## config.mk

```make
export PLATFORM = sky130hd
export DESIGN_NAME = tcp
export DESIGN_NICKNAME = d
export VERILOG_FILES = /design/src/hw/tcp_pkg.sv /design/src/hw/axil_cpuif.sv /design/src/hw/tcp.sv /design/src/hw/tcp_stream.sv /design/src/hw/tcp_top_regfile.sv
export SDC_FILE = /design/constraint.sdc
export NUM_CORES = 2
export LEC_CHECK = 0
export BUFFER_PORTS_ARGS = -buffer_cell sky130_fd_sc_hd__buf_2
export CORE_MARGIN = 2
export CORE_UTILIZATION = 40
export CTS_CLUSTER_SIZE = 12
export DETAILED_ROUTE_END_ITERATION = 10
export GPL_ROUTABILITY_DRIVEN = 0
export PLACE_DENSITY_LB_ADDON = 0.1
export SLEW_MARGIN = 30
export SYNTH_ARGS = -nofsm -noshare
export SYNTH_HDL_FRONTEND = slang
export SYNTH_HIERARCHICAL = 1
export SYNTH_SLANG_ARGS = --single-unit
```

## constraint.sdc

```tcl
create_clock -name clk -period 6.8 [get_ports clk]
set_input_delay 1.02 -clock clk [delete_from_list [all_inputs] [get_ports clk]]
set_output_delay 1.02 -clock clk [all_outputs]
set_load 0.02 [all_outputs]
```

## src/hw/tcp_pkg.sv

```systemverilog
package tcp_pkg;

    localparam int NUM_TCP = 7;
    localparam int AXIL_ADDR_W = 9;
    localparam int DATA_W = 32;
    localparam int WIN_ADDR_W = 6;
    localparam int WIN_W = AXIL_ADDR_W - WIN_ADDR_W;  // window 0 is global, 1 to 7 are streams

    localparam logic [DATA_W-1:0] TCP_ID_VALUE = 32'h7C90_0001;

    // window 0 word offsets
    localparam logic [WIN_ADDR_W-1:0] REG_ID = 6'h00;
    localparam logic [WIN_ADDR_W-1:0] REG_SCRATCH = 6'h04;
    localparam logic [WIN_ADDR_W-1:0] REG_ENABLE_MASK = 6'h08;

    // stream window word offsets
    localparam logic [WIN_ADDR_W-1:0] REG_CTRL = 6'h00;
    localparam logic [WIN_ADDR_W-1:0] REG_PORTS = 6'h04;
    localparam logic [WIN_ADDR_W-1:0] REG_REMOTE_IP = 6'h08;
    localparam logic [WIN_ADDR_W-1:0] REG_SEQ_NUM = 6'h0C;
    localparam logic [WIN_ADDR_W-1:0] REG_SEQ_ADVANCE = 6'h10;
    localparam logic [WIN_ADDR_W-1:0] REG_ADVANCE_COUNT = 6'h14;

    localparam logic [1:0] RESP_OKAY = 2'b00;
    localparam logic [1:0] RESP_SLVERR = 2'b10;

    // bus interface FSM states
    localparam logic [1:0] ST_IDLE = 2'd0;
    localparam logic [1:0] ST_REQ = 2'd1;
    localparam logic [1:0] ST_WAIT = 2'd2;
    localparam logic [1:0] ST_RESP = 2'd3;

    typedef union packed {
        logic [AXIL_ADDR_W-1:0] flat;  // byte offset as seen on the bus
        struct packed {
            logic [WIN_W-1:0]      win;
            logic [WIN_ADDR_W-1:0] offset;
        } window;
    } reg_addr_u;

    function automatic logic [DATA_W-1:0] merge_biten(input logic [DATA_W-1:0] old_val,
                                                     input logic [DATA_W-1:0] new_val,
                                                     input logic [DATA_W-1:0] biten);
        return (old_val & ~biten) | (new_val & biten);
    endfunction

endpackage

```

## src/hw/axil_cpuif.sv

```systemverilog
module axil_cpuif import tcp_pkg::*; (
    input  logic                   clk,
    input  logic                   reset,

    output logic                   awready,
    input  logic                   awvalid,
    input  logic [AXIL_ADDR_W-1:0] awaddr,
    input  logic [2:0]             awprot,
    output logic                   wready,
    input  logic                   wvalid,
    input  logic [DATA_W-1:0]      wdata,
    input  logic [DATA_W/8-1:0]    wstrb,
    input  logic                   bready,
    output logic                   bvalid,
    output logic [1:0]             bresp,
    output logic                   arready,
    input  logic                   arvalid,
    input  logic [AXIL_ADDR_W-1:0] araddr,
    input  logic [2:0]             arprot,
    input  logic                   rready,
    output logic                   rvalid,
    output logic [DATA_W-1:0]      rdata,
    output logic [1:0]             rresp,

    output logic                   req,
    output logic                   req_is_wr,
    output reg_addr_u              addr,
    output logic [DATA_W-1:0]      wr_data,
    output logic [DATA_W-1:0]      wr_biten,
    input  logic                   rd_ack,
    input  logic                   rd_err,
    input  logic [DATA_W-1:0]      rd_data,
    input  logic                   wr_ack,
    input  logic                   wr_err
);

    logic [1:0]          state;
    logic                wr_start;
    logic                rd_start;
    logic [DATA_W-1:0]   strb_bits;

    // a write needs both address and data, and beats a read arriving in the same cycle
    assign wr_start = (state == ST_IDLE) && awvalid && wvalid;
    assign rd_start = (state == ST_IDLE) && arvalid && !(awvalid && wvalid);

    assign awready = wr_start;
    assign wready = wr_start;
    assign arready = rd_start;

    always_comb begin
        for (int i = 0; i < DATA_W / 8; i++) begin
            strb_bits[i*8 +: 8] = {8{wstrb[i]}};
        end
    end

    always_ff @(posedge clk) begin
        if (reset) begin
            state <= ST_IDLE;
            req <= 1'b0;
            bvalid <= 1'b0;
            rvalid <= 1'b0;
        end else begin
            req <= 1'b0;
            case (state)
                ST_IDLE: begin
                    if (wr_start || rd_start) begin
                        state <= ST_REQ;
                        req <= 1'b1;
                    end
                end
                ST_REQ: begin
                    state <= ST_WAIT;
                end
                ST_WAIT: begin
                    if (req_is_wr && wr_ack) begin
                        bvalid <= 1'b1;
                        state <= ST_RESP;
                    end else if (!req_is_wr && rd_ack) begin
                        rvalid <= 1'b1;
                        state <= ST_RESP;
                    end
                end
                default: begin
                    // response is held here until the host takes it
                    if (bvalid && bready) begin
                        bvalid <= 1'b0;
                        state <= ST_IDLE;
                    end else if (rvalid && rready) begin
                        rvalid <= 1'b0;
                        state <= ST_IDLE;
                    end
                end
            endcase
        end
    end

    always_ff @(posedge clk) begin
        if (wr_start) begin
            req_is_wr <= 1'b1;
            addr.flat <= awaddr;
            wr_data <= wdata;
            wr_biten <= strb_bits;
        end else if (rd_start) begin
            req_is_wr <= 1'b0;
            addr.flat <= araddr;
        end
        if (state == ST_WAIT && wr_ack) begin
            bresp <= wr_err ? RESP_SLVERR : RESP_OKAY;
        end
        if (state == ST_WAIT && rd_ack) begin
            rdata <= rd_data;
            rresp <= rd_err ? RESP_SLVERR : RESP_OKAY;
        end
    end

    assert property (@(posedge clk) disable iff (reset)
        bvalid && !bready |=> bvalid && $stable(bresp));

    assert property (@(posedge clk) disable iff (reset)
        rvalid && !rready |=> rvalid && $stable(rdata) && $stable(rresp));

    assert property (@(posedge clk) disable iff (reset)
        req |-> state == ST_REQ);

endmodule

```

## src/hw/tcp.sv

```systemverilog
module tcp import tcp_pkg::*; (
    input  logic                   clk,
    input  logic                   reset,

    output logic                   s_reg_axil_awready,
    input  logic                   s_reg_axil_awvalid,
    input  logic [AXIL_ADDR_W-1:0] s_reg_axil_awaddr,
    input  logic [2:0]             s_reg_axil_awprot,
    output logic                   s_reg_axil_wready,
    input  logic                   s_reg_axil_wvalid,
    input  logic [DATA_W-1:0]      s_reg_axil_wdata,
    input  logic [DATA_W/8-1:0]    s_reg_axil_wstrb,
    input  logic                   s_reg_axil_bready,
    output logic                   s_reg_axil_bvalid,
    output logic [1:0]             s_reg_axil_bresp,
    output logic                   s_reg_axil_arready,
    input  logic                   s_reg_axil_arvalid,
    input  logic [AXIL_ADDR_W-1:0] s_reg_axil_araddr,
    input  logic [2:0]             s_reg_axil_arprot,
    input  logic                   s_reg_axil_rready,
    output logic                   s_reg_axil_rvalid,
    output logic [DATA_W-1:0]      s_reg_axil_rdata,
    output logic [1:0]             s_reg_axil_rresp
);

    logic [NUM_TCP-1:0]    stream_req;
    logic                  req_is_wr;
    logic [WIN_ADDR_W-1:0] offset;
    logic [DATA_W-1:0]     wr_data;
    logic [DATA_W-1:0]     wr_biten;
    logic [NUM_TCP-1:0]    stream_rd_ack, stream_rd_err;
    logic [NUM_TCP-1:0]    stream_wr_ack, stream_wr_err;
    logic [NUM_TCP-1:0]    stream_enabled;
    logic [DATA_W-1:0]     stream_rd_data [NUM_TCP];

    tcp_top_regfile u_tcp_top_regfile (
        .clk(clk), .reset(reset),
        .awready(s_reg_axil_awready), .awvalid(s_reg_axil_awvalid),
        .awaddr(s_reg_axil_awaddr), .awprot(s_reg_axil_awprot),
        .wready(s_reg_axil_wready), .wvalid(s_reg_axil_wvalid),
        .wdata(s_reg_axil_wdata), .wstrb(s_reg_axil_wstrb),
        .bready(s_reg_axil_bready), .bvalid(s_reg_axil_bvalid), .bresp(s_reg_axil_bresp),
        .arready(s_reg_axil_arready), .arvalid(s_reg_axil_arvalid),
        .araddr(s_reg_axil_araddr), .arprot(s_reg_axil_arprot),
        .rready(s_reg_axil_rready), .rvalid(s_reg_axil_rvalid),
        .rdata(s_reg_axil_rdata), .rresp(s_reg_axil_rresp),
        .stream_req(stream_req), .req_is_wr(req_is_wr), .offset(offset),
        .wr_data(wr_data), .wr_biten(wr_biten),
        .stream_rd_ack(stream_rd_ack), .stream_rd_err(stream_rd_err),
        .stream_rd_data(stream_rd_data),
        .stream_wr_ack(stream_wr_ack), .stream_wr_err(stream_wr_err),
        .stream_enabled(stream_enabled)
    );

    for (genvar i = 0; i < NUM_TCP; i++) begin : g_stream
        tcp_stream u_tcp_stream (
            .clk(clk), .reset(reset),
            .req(stream_req[i]), .req_is_wr(req_is_wr), .offset(offset),
            .wr_data(wr_data), .wr_biten(wr_biten),
            .rd_ack(stream_rd_ack[i]), .rd_err(stream_rd_err[i]),
            .rd_data(stream_rd_data[i]),
            .wr_ack(stream_wr_ack[i]), .wr_err(stream_wr_err[i]),
            .enabled(stream_enabled[i])
        );
    end

endmodule

```

## src/hw/tcp_stream.sv

```systemverilog
module tcp_stream import tcp_pkg::*; (
    input  logic                  clk,
    input  logic                  reset,

    input  logic                  req,
    input  logic                  req_is_wr,
    input  logic [WIN_ADDR_W-1:0] offset,
    input  logic [DATA_W-1:0]     wr_data,
    input  logic [DATA_W-1:0]     wr_biten,

    output logic                  rd_ack,
    output logic                  rd_err,
    output logic [DATA_W-1:0]     rd_data,
    output logic                  wr_ack,
    output logic                  wr_err,
    output logic                  enabled
);

    logic              ctrl_en;
    logic [15:0]       local_port;
    logic [15:0]       remote_port;
    logic [DATA_W-1:0] remote_ip;
    logic [DATA_W-1:0] seq_num;
    logic [DATA_W-1:0] adv_count;
    logic [DATA_W-1:0] rd_word;
    logic              rd_bad;
    logic              wr_bad;
    logic              wr_hit;
    logic [DATA_W-1:0] adv_amount;

    assign enabled = ctrl_en;
    assign wr_hit = req && req_is_wr;
    assign adv_amount = wr_data & wr_biten;  // unstrobed bytes add nothing

    always_comb begin
        rd_word = '0;
        rd_bad = 1'b0;
        wr_bad = 1'b0;
        case (offset)
            REG_CTRL: rd_word = {{(DATA_W-1){1'b0}}, ctrl_en};
            REG_PORTS: rd_word = {local_port, remote_port};
            REG_REMOTE_IP: rd_word = remote_ip;
            REG_SEQ_NUM: rd_word = seq_num;
            REG_SEQ_ADVANCE: rd_word = '0;  // write-only trigger
            REG_ADVANCE_COUNT: begin
                rd_word = adv_count;
                wr_bad = 1'b1;
            end
            default: begin
                rd_bad = 1'b1;
                wr_bad = 1'b1;
            end
        endcase
    end

    always_ff @(posedge clk) begin
        if (reset) begin
            ctrl_en <= 1'b0;
            local_port <= '0;
            remote_port <= '0;
            remote_ip <= '0;
            seq_num <= '0;
            adv_count <= '0;
            rd_ack <= 1'b0;
            wr_ack <= 1'b0;
        end else begin
            rd_ack <= req && !req_is_wr;
            wr_ack <= wr_hit;
            if (wr_hit) begin
                case (offset)
                    REG_CTRL: begin
                        ctrl_en <= (ctrl_en & ~wr_biten[0]) | (wr_data[0] & wr_biten[0]);
                    end
                    REG_PORTS: begin
                        {local_port, remote_port} <=
                            merge_biten({local_port, remote_port}, wr_data, wr_biten);
                    end
                    REG_REMOTE_IP: remote_ip <= merge_biten(remote_ip, wr_data, wr_biten);
                    REG_SEQ_NUM: seq_num <= merge_biten(seq_num, wr_data, wr_biten);
                    REG_SEQ_ADVANCE: begin
                        // a disabled stream acks the advance but keeps its state
                        if (ctrl_en) begin
                            seq_num <= seq_num + adv_amount;
                            adv_count <= adv_count + 1'b1;
                        end
                    end
                    default: ;
                endcase
            end
        end
    end

    always_ff @(posedge clk) begin
        if (req) begin
            rd_data <= req_is_wr ? '0 : rd_word;
            rd_err <= rd_bad;
            wr_err <= wr_bad;
        end
    end

    // every request is answered by exactly one ack in the next cycle
    assert property (@(posedge clk) disable iff (reset)
        req |=> (rd_ack ^ wr_ack));

endmodule

```

## src/hw/tcp_top_regfile.sv

```systemverilog
module tcp_top_regfile import tcp_pkg::*; (
    input  logic                   clk,
    input  logic                   reset,

    output logic                   awready,
    input  logic                   awvalid,
    input  logic [AXIL_ADDR_W-1:0] awaddr,
    input  logic [2:0]             awprot,
    output logic                   wready,
    input  logic                   wvalid,
    input  logic [DATA_W-1:0]      wdata,
    input  logic [DATA_W/8-1:0]    wstrb,
    input  logic                   bready,
    output logic                   bvalid,
    output logic [1:0]             bresp,
    output logic                   arready,
    input  logic                   arvalid,
    input  logic [AXIL_ADDR_W-1:0] araddr,
    input  logic [2:0]             arprot,
    input  logic                   rready,
    output logic                   rvalid,
    output logic [DATA_W-1:0]      rdata,
    output logic [1:0]             rresp,

    output logic [NUM_TCP-1:0]     stream_req,
    output logic                   req_is_wr,
    output logic [WIN_ADDR_W-1:0]  offset,
    output logic [DATA_W-1:0]      wr_data,
    output logic [DATA_W-1:0]      wr_biten,
    input  logic [NUM_TCP-1:0]     stream_rd_ack,
    input  logic [NUM_TCP-1:0]     stream_rd_err,
    input  logic [DATA_W-1:0]      stream_rd_data [NUM_TCP],
    input  logic [NUM_TCP-1:0]     stream_wr_ack,
    input  logic [NUM_TCP-1:0]     stream_wr_err,
    input  logic [NUM_TCP-1:0]     stream_enabled
);

    logic              req;
    reg_addr_u         addr;
    logic [WIN_W-1:0]  win;
    logic              glob_sel;
    logic              rd_ack, rd_err, wr_ack, wr_err;
    logic [DATA_W-1:0] rd_data;
    logic [DATA_W-1:0] scratch;
    logic              glob_rd_ack, glob_wr_ack;
    logic              glob_rd_err, glob_wr_err;
    logic [DATA_W-1:0] glob_rd_data;
    logic [DATA_W-1:0] glob_word;
    logic              glob_rd_bad, glob_wr_bad;

    axil_cpuif u_axil_cpuif (
        .clk(clk), .reset(reset),
        .awready(awready), .awvalid(awvalid), .awaddr(awaddr), .awprot(awprot),
        .wready(wready), .wvalid(wvalid), .wdata(wdata), .wstrb(wstrb),
        .bready(bready), .bvalid(bvalid), .bresp(bresp),
        .arready(arready), .arvalid(arvalid), .araddr(araddr), .arprot(arprot),
        .rready(rready), .rvalid(rvalid), .rdata(rdata), .rresp(rresp),
        .req(req), .req_is_wr(req_is_wr), .addr(addr),
        .wr_data(wr_data), .wr_biten(wr_biten),
        .rd_ack(rd_ack), .rd_err(rd_err), .rd_data(rd_data),
        .wr_ack(wr_ack), .wr_err(wr_err)
    );

    assign win = addr.window.win;
    assign offset = addr.window.offset;
    assign glob_sel = req && (win == '0);

    always_comb begin
        for (int i = 0; i < NUM_TCP; i++) begin
            stream_req[i] = req && (win == WIN_W'(i + 1));  // stream i lives in window i+1
        end
    end

    always_comb begin
        glob_word = '0;
        glob_rd_bad = 1'b0;
        glob_wr_bad = 1'b0;
        case (offset)
            REG_ID: begin
                glob_word = TCP_ID_VALUE;
                glob_wr_bad = 1'b1;
            end
            REG_SCRATCH: glob_word = scratch;
            REG_ENABLE_MASK: begin
                glob_word = {{(DATA_W-NUM_TCP){1'b0}}, stream_enabled};
                glob_wr_bad = 1'b1;
            end
            default: begin
                glob_rd_bad = 1'b1;
                glob_wr_bad = 1'b1;
            end
        endcase
    end

    always_ff @(posedge clk) begin
        if (reset) begin
            scratch <= '0;
            glob_rd_ack <= 1'b0;
            glob_wr_ack <= 1'b0;
        end else begin
            glob_rd_ack <= glob_sel && !req_is_wr;
            glob_wr_ack <= glob_sel && req_is_wr;
            if (glob_sel && req_is_wr && offset == REG_SCRATCH) begin
                scratch <= merge_biten(scratch, wr_data, wr_biten);
            end
        end
    end

    always_ff @(posedge clk) begin
        if (glob_sel) begin
            glob_rd_data <= glob_word;
            glob_rd_err <= glob_rd_bad;
            glob_wr_err <= glob_wr_bad;
        end
    end

    // only one source acks per request, so the responses can be or-ed together
    always_comb begin
        rd_ack = glob_rd_ack;
        wr_ack = glob_wr_ack;
        rd_err = glob_rd_ack && glob_rd_err;
        wr_err = glob_wr_ack && glob_wr_err;
        rd_data = glob_rd_ack ? glob_rd_data : '0;
        for (int i = 0; i < NUM_TCP; i++) begin
            rd_ack = rd_ack | stream_rd_ack[i];
            wr_ack = wr_ack | stream_wr_ack[i];
            rd_err = rd_err | (stream_rd_ack[i] & stream_rd_err[i]);
            wr_err = wr_err | (stream_wr_ack[i] & stream_wr_err[i]);
            if (stream_rd_ack[i]) begin
                rd_data = rd_data | stream_rd_data[i];
            end
        end
    end

    assert property (@(posedge clk) disable iff (reset) $onehot0(stream_req));

endmodule

```

After elaboration in Yosys (flattened, before gate mapping)
Index checks and enable logic that the tools add are counted.
{"block": "totals", "ff_bits": 1331, "input_bits": 67, "out_inout_bits": 41, "elab_cells": 393}
{"block": "classes", "addsub": 14, "n_eq_ne": 27, "muxes": 53, "bitwise": 113, "reduce_logical": 92}
{"cell": "32-bit one-hot mux with 5 select lines", "count": 7}
{"cell": "32-bit OR", "count": 29}
{"cell": "32-bit AND", "count": 23}
{"cell": "32-bit two-way mux", "count": 15}
{"cell": "32-bit one-hot mux with 2 select lines", "count": 7}
{"cell": "32-bit by 1-bit adder with 32-bit output, second input constant", "count": 7}
{"cell": "32-bit adder", "count": 7}
{"cell": "32-bit one-hot mux with 3 select lines", "count": 1}
{"cell": "3-bit AND reduction", "count": 16}
{"cell": "2-bit AND reduction", "count": 21}
{"cell": "1-bit logical AND", "count": 38}
{"cell": "1-bit OR", "count": 35}
{"cell": "32-bit inverter", "count": 1}
{"cell": "1-bit AND", "count": 22}
{"cell": "9-bit two-way mux", "count": 2}
{"cell": "2-bit by 1-bit inequality test with 1-bit output, second input constant", "count": 9}
{"cell": "2-bit two-way mux", "count": 7}
{"cell": "3-bit equality test, second input constant", "count": 4}
{"cell": "6-bit by 4-bit equality test with 1-bit output, second input constant", "count": 2}
{"cell": "6-bit by 5-bit equality test with 1-bit output, second input constant", "count": 2}
{"cell": "1-bit two-way mux", "count": 11}
{"cell": "2-bit nonzero test", "count": 4}
{"cell": "3-bit by 2-bit equality test with 1-bit output, second input constant", "count": 2}
{"cell": "6-bit by 3-bit equality test with 1-bit output, second input constant", "count": 1}
{"cell": "other kinds (19)", "count": 26}

Logic depth before layout (Yosys ltp)
{"block": "logic_depth", "depth_word": 15, "mapped_depth": 13, "depth_no_buf": 12}

Modules after synthesis
The synthesis kept the hierarchy.
{"mod": "tcp_stream at g_stream[4].u_tcp_stream ...", "instances": 2, "cells_per_inst": 1148, "area_per_inst_um2": 9258.9}
{"mod": "tcp_stream at g_stream[0].u_tcp_stream", "instances": 1, "cells_per_inst": 1166, "area_per_inst_um2": 9367.7}
{"mod": "tcp_stream at g_stream[2].u_tcp_stream", "instances": 1, "cells_per_inst": 1139, "area_per_inst_um2": 9341.5}
{"mod": "tcp_stream at g_stream[3].u_tcp_stream", "instances": 1, "cells_per_inst": 1171, "area_per_inst_um2": 9331.4}
{"mod": "tcp_stream at g_stream[1].u_tcp_stream", "instances": 1, "cells_per_inst": 1157, "area_per_inst_um2": 9262.6}
{"mod": "tcp_stream at g_stream[6].u_tcp_stream", "instances": 1, "cells_per_inst": 1152, "area_per_inst_um2": 9205.1}
{"mod": "tcp_top_regfile", "instances": 1, "cells_per_inst": 526, "area_per_inst_um2": 5161.2}
{"mod": "axil_cpuif", "instances": 1, "cells_per_inst": 165, "area_per_inst_um2": 3104.2}

Worst setup path after synthesis
No wires, ideal clock.
{"block": "synth_timing", "path_kind": "reg-to-reg", "start": "register u_tcp_top_regfile/u_axil_cpuif/addr[7] in the netlist's numbering", "end": "register g_stream[3].u_tcp_stream.adv_count[26]", "t_arrival_ns": 4.976, "required_ns": 6.672, "setup_slack_ns": 1.696, "stages_incl_launch_ff": 10, "n_path_buf": 0, "synth_period_minus_slack_ns": 5.104, "path_cell_list": "edfxtp_1 nor3_1 nand2_1 nor4_4 nand3_1 nor2_1 and2_4 nand4_1 xor2_1 nor2_1"}
{"block": "synth_between", "elab_chain_len": 4}
{"item": "start, declared", "line": "axil_cpuif.sv:27", "rtl": "output reg_addr_u addr,"}
{"item": "3-bit equality test", "line": "tcp_top_regfile.sv:70", "rtl": "stream_req[i] = req && (win == WIN_W'(i + 1));"}
{"item": "1-bit logical AND", "line": "tcp_top_regfile.sv:70"}
{"item": "via stream_req[3]", "line": "tcp.sv:26", "rtl": "logic [NUM_TCP-1:0] stream_req;"}
{"item": "1-bit logical AND", "line": "tcp_stream.sv:32", "rtl": "assign wr_hit = req && req_is_wr;"}
{"item": "3-bit AND reduction (no line)"}
{"item": "end signal, assigned", "line": "tcp_stream.sv:84", "rtl": "adv_count <= adv_count + 1'b1;"}
{"item": "end, declared", "line": "tcp_stream.sv:24", "rtl": "logic [DATA_W-1:0] adv_count;"}
The timed path passes the listed nets, and every way through them passes these cells.
A chain may end at the register's enable or synchronous reset.

Worst setup path after layout
{"block": "layout_timing", "start": "register u_tcp_top_regfile/u_axil_cpuif/addr[4] in the netlist's numbering", "end": "register g_stream[6].u_tcp_stream.adv_count[29]"}
{"block": "layout_between", "elab_chain_len": 2}
{"item": "6-bit by 5-bit equality test with 1-bit output", "line": "tcp_stream.sv:70", "rtl": "case (offset)"}
{"item": "3-bit AND reduction (no line)"}
{"item": "end signal, assigned", "line": "tcp_stream.sv:84"}
{"item": "end, declared", "line": "tcp_stream.sv:24"}
No other way between the ends.

==> results.cfg <==
[clocking]
htreeDepth = 4
cts_buffers = 155
cts_tree = yes
ctsResizeCount = 0
post_cts_buffers = 0
worstSkewPairLatency_ns = 0.82
cts_sinks = 1308
cts_hold_buffers = 0
clkTransAtPathRegs_ns = 0.06
clock_path_buffers = 3
root_buffer = clkbuf_16

[synthesis]
synthFlopType = dfxtp_1
synth_edf_count = 351
ys_warn_count = 6
yosys_register_bits = 1308
avgSynthCellArea_sq_um = 8.36
synthDistinctLibCells = 125
synth_cells = 8772
seq_area_frac_synth_pct = 40.5
async_flop_share_pct = 0
netlist_area_sq_mm = 0.0733

[die]
die_y_microns = 432
die-width_microns = 432
dieArea_sq_mm = 0.187
rows = 157
top_level_ports = 108
coreArea_sq_mm = 0.182
start_util_pct = 40.2

[power_and_ir_drop]
fin_total_pwr_mw = 19.7
powerDensity_mw_per_mm2 = 242
peakVddDrop_uv = 216
leakage_nw = 27.0

[detailed_routing]
drt_iter0_drc = 9084
drt-vias-per-instance = 6.14
route.layer.met1.wl_mm = 126
ant_nets = 0
num_vias = 68632
wl_mm = 284
routed-wl-met2_mm = 123
highest_layer = met4
dr_wl_met3_mm = 21.1
wl_per_cell_microns = 25.4
drt_pre_antenna_iters = 11
drc = 0

[setup_path]
cp-start-kind = register
crit_fanout = 41
slowest_delay_ns = 0.99
cp_slowest_cell = edfxtp_1
path_class = register to register
worstPathCellList = buf_4, and3_1, buf_4, and3_1, nand4_1, nor3_1, nand2b_1, or3_1, a21oi_1
crit_required_ns = 7.53
endpoint_kind = register
arrival_ns = 5.12
crit_family = simple AND/OR/NAND/NOR gates
critPathBufInv = 2

[place]
dp_slack_ns = 2.49
dpl.cell_count = 10878
placed_area_sq_mm = 0.0762
place_hpwl_mm = 190
io_buffer_count = 99

[run_status]
run_status = finished clean

[timing]
fin_crit_sh_pct = 64.5
rsz0062_at_grt = false
finalMaxSlewViolations = 0
fin_crit_ns = 4.39
hold_slack_ns = 0.393
setup_violations = 0
fmaxAchievable_mhz = 228
finalHoldViolations = 0
finalClockSkew_ns = 0.0330
slew-limit-headroom_pct = 30.0
worstMarginPinSlew_ns = 1.05
setup_tns_ns = 0
worst_slack_ns = 2.41

[grt]
antenna_found_initial = 22
first_global_vias = 61652
grt_pass1_wl_mm = 415
grt_max_degree = 183
gr-usage-all-layers_pct = 29.4
gr-total-overflow = 0

[finish]
final_area_sq_mm = 0.0814
area.growth.synth_to_final_pct = 11.1
finalNonFillerCells = 11174
fin_nets = 8957
fin_util_pct = 44.6
drive_above_1_share_pct = 8.48

[hold_path]
worstHoldPathType = primary input to register

[flow_run]
drv_cap = 0
path summary, 6_finish.rpt:
path,depth (start not counted),slack (ns),start,to
max,9,2.41,u_tcp_top_regfile/u_axil_cpuif/addr[4]$_DFFE_PP_,g_stream[6].u_tcp_stream/adv_count[29]$_SDFFE_PP0P_
min,1,0.39,s_reg_axil_wdata[2],u_tcp_top_regfile/u_axil_cpuif/wr_data[2]$_DFFE_PN_
max reg2reg,9,2.41,u_tcp_top_regfile/u_axil_cpuif/addr[4]$_DFFE_PP_,g_stream[6].u_tcp_stream/adv_count[29]$_SDFFE_PP0P_
min reg2reg,2,0.45,register,register
where the power goes:
group | switching, mW | leakage (nW) | internal, mW
Sequential | 0.171 | 10.7 | 8.12
Combinational | 2.18 | 13.9 | 0.681
Clock | 3.54 | 2.49 | 4.99
synthesized netlist by cell type, types with 10 or more instances:
| cell | n | area (sq um) |
|---|---|---|
| nand2_1 | 1451 | 5450 |
| a21oi_1 | 1058 | 5300 |
| dfxtp_1 | 957 | 19200 |
| nand3_1 | 582 | 2910 |
| o21ai_0 | 438 | 2190 |
| clkbuf_1 | 433 | 1630 |
| nor2_1 | 427 | 1600 |
| edfxtp_1 | 351 | 10500 |
| a22oi_1 | 287 | 2150 |
| and2_1 | 254 | 1590 |
| ha_1 | 228 | 2850 |
| inv_1 | 201 | 754 |
| xor2_1 | 190 | 1660 |
| a222oi_1 | 186 | 1860 |
| xnor2_1 | 149 | 1310 |
| nand4_1 | 138 | 863 |
| a21o_1 | 109 | 818 |
| nand2b_1 | 104 | 651 |
| a31oi_1 | 101 | 632 |
| o21a_1 | 81 | 608 |
| a221oi_1 | 74 | 648 |
| nand3b_1 | 74 | 556 |
| and3_1 | 69 | 432 |
| nor3_1 | 69 | 345 |
| buf_2 | 65 | 325 |
| or3_1 | 58 | 363 |
| mux2i_1 | 54 | 541 |
| nor4_4 | 35 | 744 |
| buf_4 | 34 | 255 |
| o21bai_1 | 32 | 240 |
| buf_1 | 26 | 97.6 |
| nor2b_1 | 26 | 163 |
| o22ai_1 | 26 | 163 |
| nor4_1 | 22 | 138 |
| a211oi_1 | 21 | 158 |
| o211ai_1 | 21 | 158 |
| mux2_2 | 19 | 214 |
| o31ai_1 | 17 | 128 |
| a22o_1 | 14 | 123 |
| and4_1 | 14 | 123 |
| nor3b_1 | 14 | 105 |
| o21ai_1 | 14 | 70.1 |
| a211o_1 | 10 | 87.6 |
| a311oi_1 | 10 | 87.6 |
final cells by class:
class | count | area (sq um)
diodes | 5 | 12.5
clock buffers | 222 | 4390
clock inverters | 64 | 704
fillers | 17844 | 101000
inverters | 203 | 762
multi-input cells | 6679 | 40500
flip-flops and latches | 1308 | 29700
well taps | 2385 | 2980
repair buffers | 308 | 2350
logic make-up (layout without fill, tap and decap cells):
| family | after synthesis | after routing | synth area share (%) |
|---|---|---|---|
| AOI/OAI and AO/OA | 2606 | 2606 | 22.5 |
| xor gates and xnor gates | 339 | 339 | 4.05 |
| adders and majority gates | 235 | 235 | 4.08 |
| buffers and inverters | 786 | 797 | 4.59 |
| DFF | 1308 | 1308 | 40.5 |
| muxes | 73 | 73 | 1.03 |
| other | 1 | 7 | 0.00512 |
| and+or+nand+nor | 3424 | 3424 | 23.2 |
placed cells by master, fill, tap and decap left out, types with 26 or more instances in the layout:
cell / n
nand3_1: 582
buf_2: 98
o22ai_1: 26
o21ai_0: 438
ha_1: 228
nor3_1: 55
nor2_1: 405
clkbuf_16: 160
a21o_1: 109
a31oi_1: 101
edfxtp_1: 351
mux2i_1: 54
o21bai_1: 32
nand2b_1: 103
a22oi_1: 287
a21oi_1: 1055
a222oi_1: 186
inv_1: 200
nand3b_1: 74
nand4_1: 138
o21a_1: 81
and3_1: 69
xnor2_1: 149
nand2_1: 1448
dfxtp_1: 956
clkbuf_1: 47
or3_1: 58
xor2_1: 190
nor4_4: 36
buf_4: 185
a221oi_1: 74
and2_1: 248
metal layers:
layer	vias to the layer above	GRT usage, %
li1	31730	-
met2	2812	44.1
met4	0	13.2
met5	-	0
met1	33671	42.1
met3	419	3.54
(Power assumes the default switching activity.)
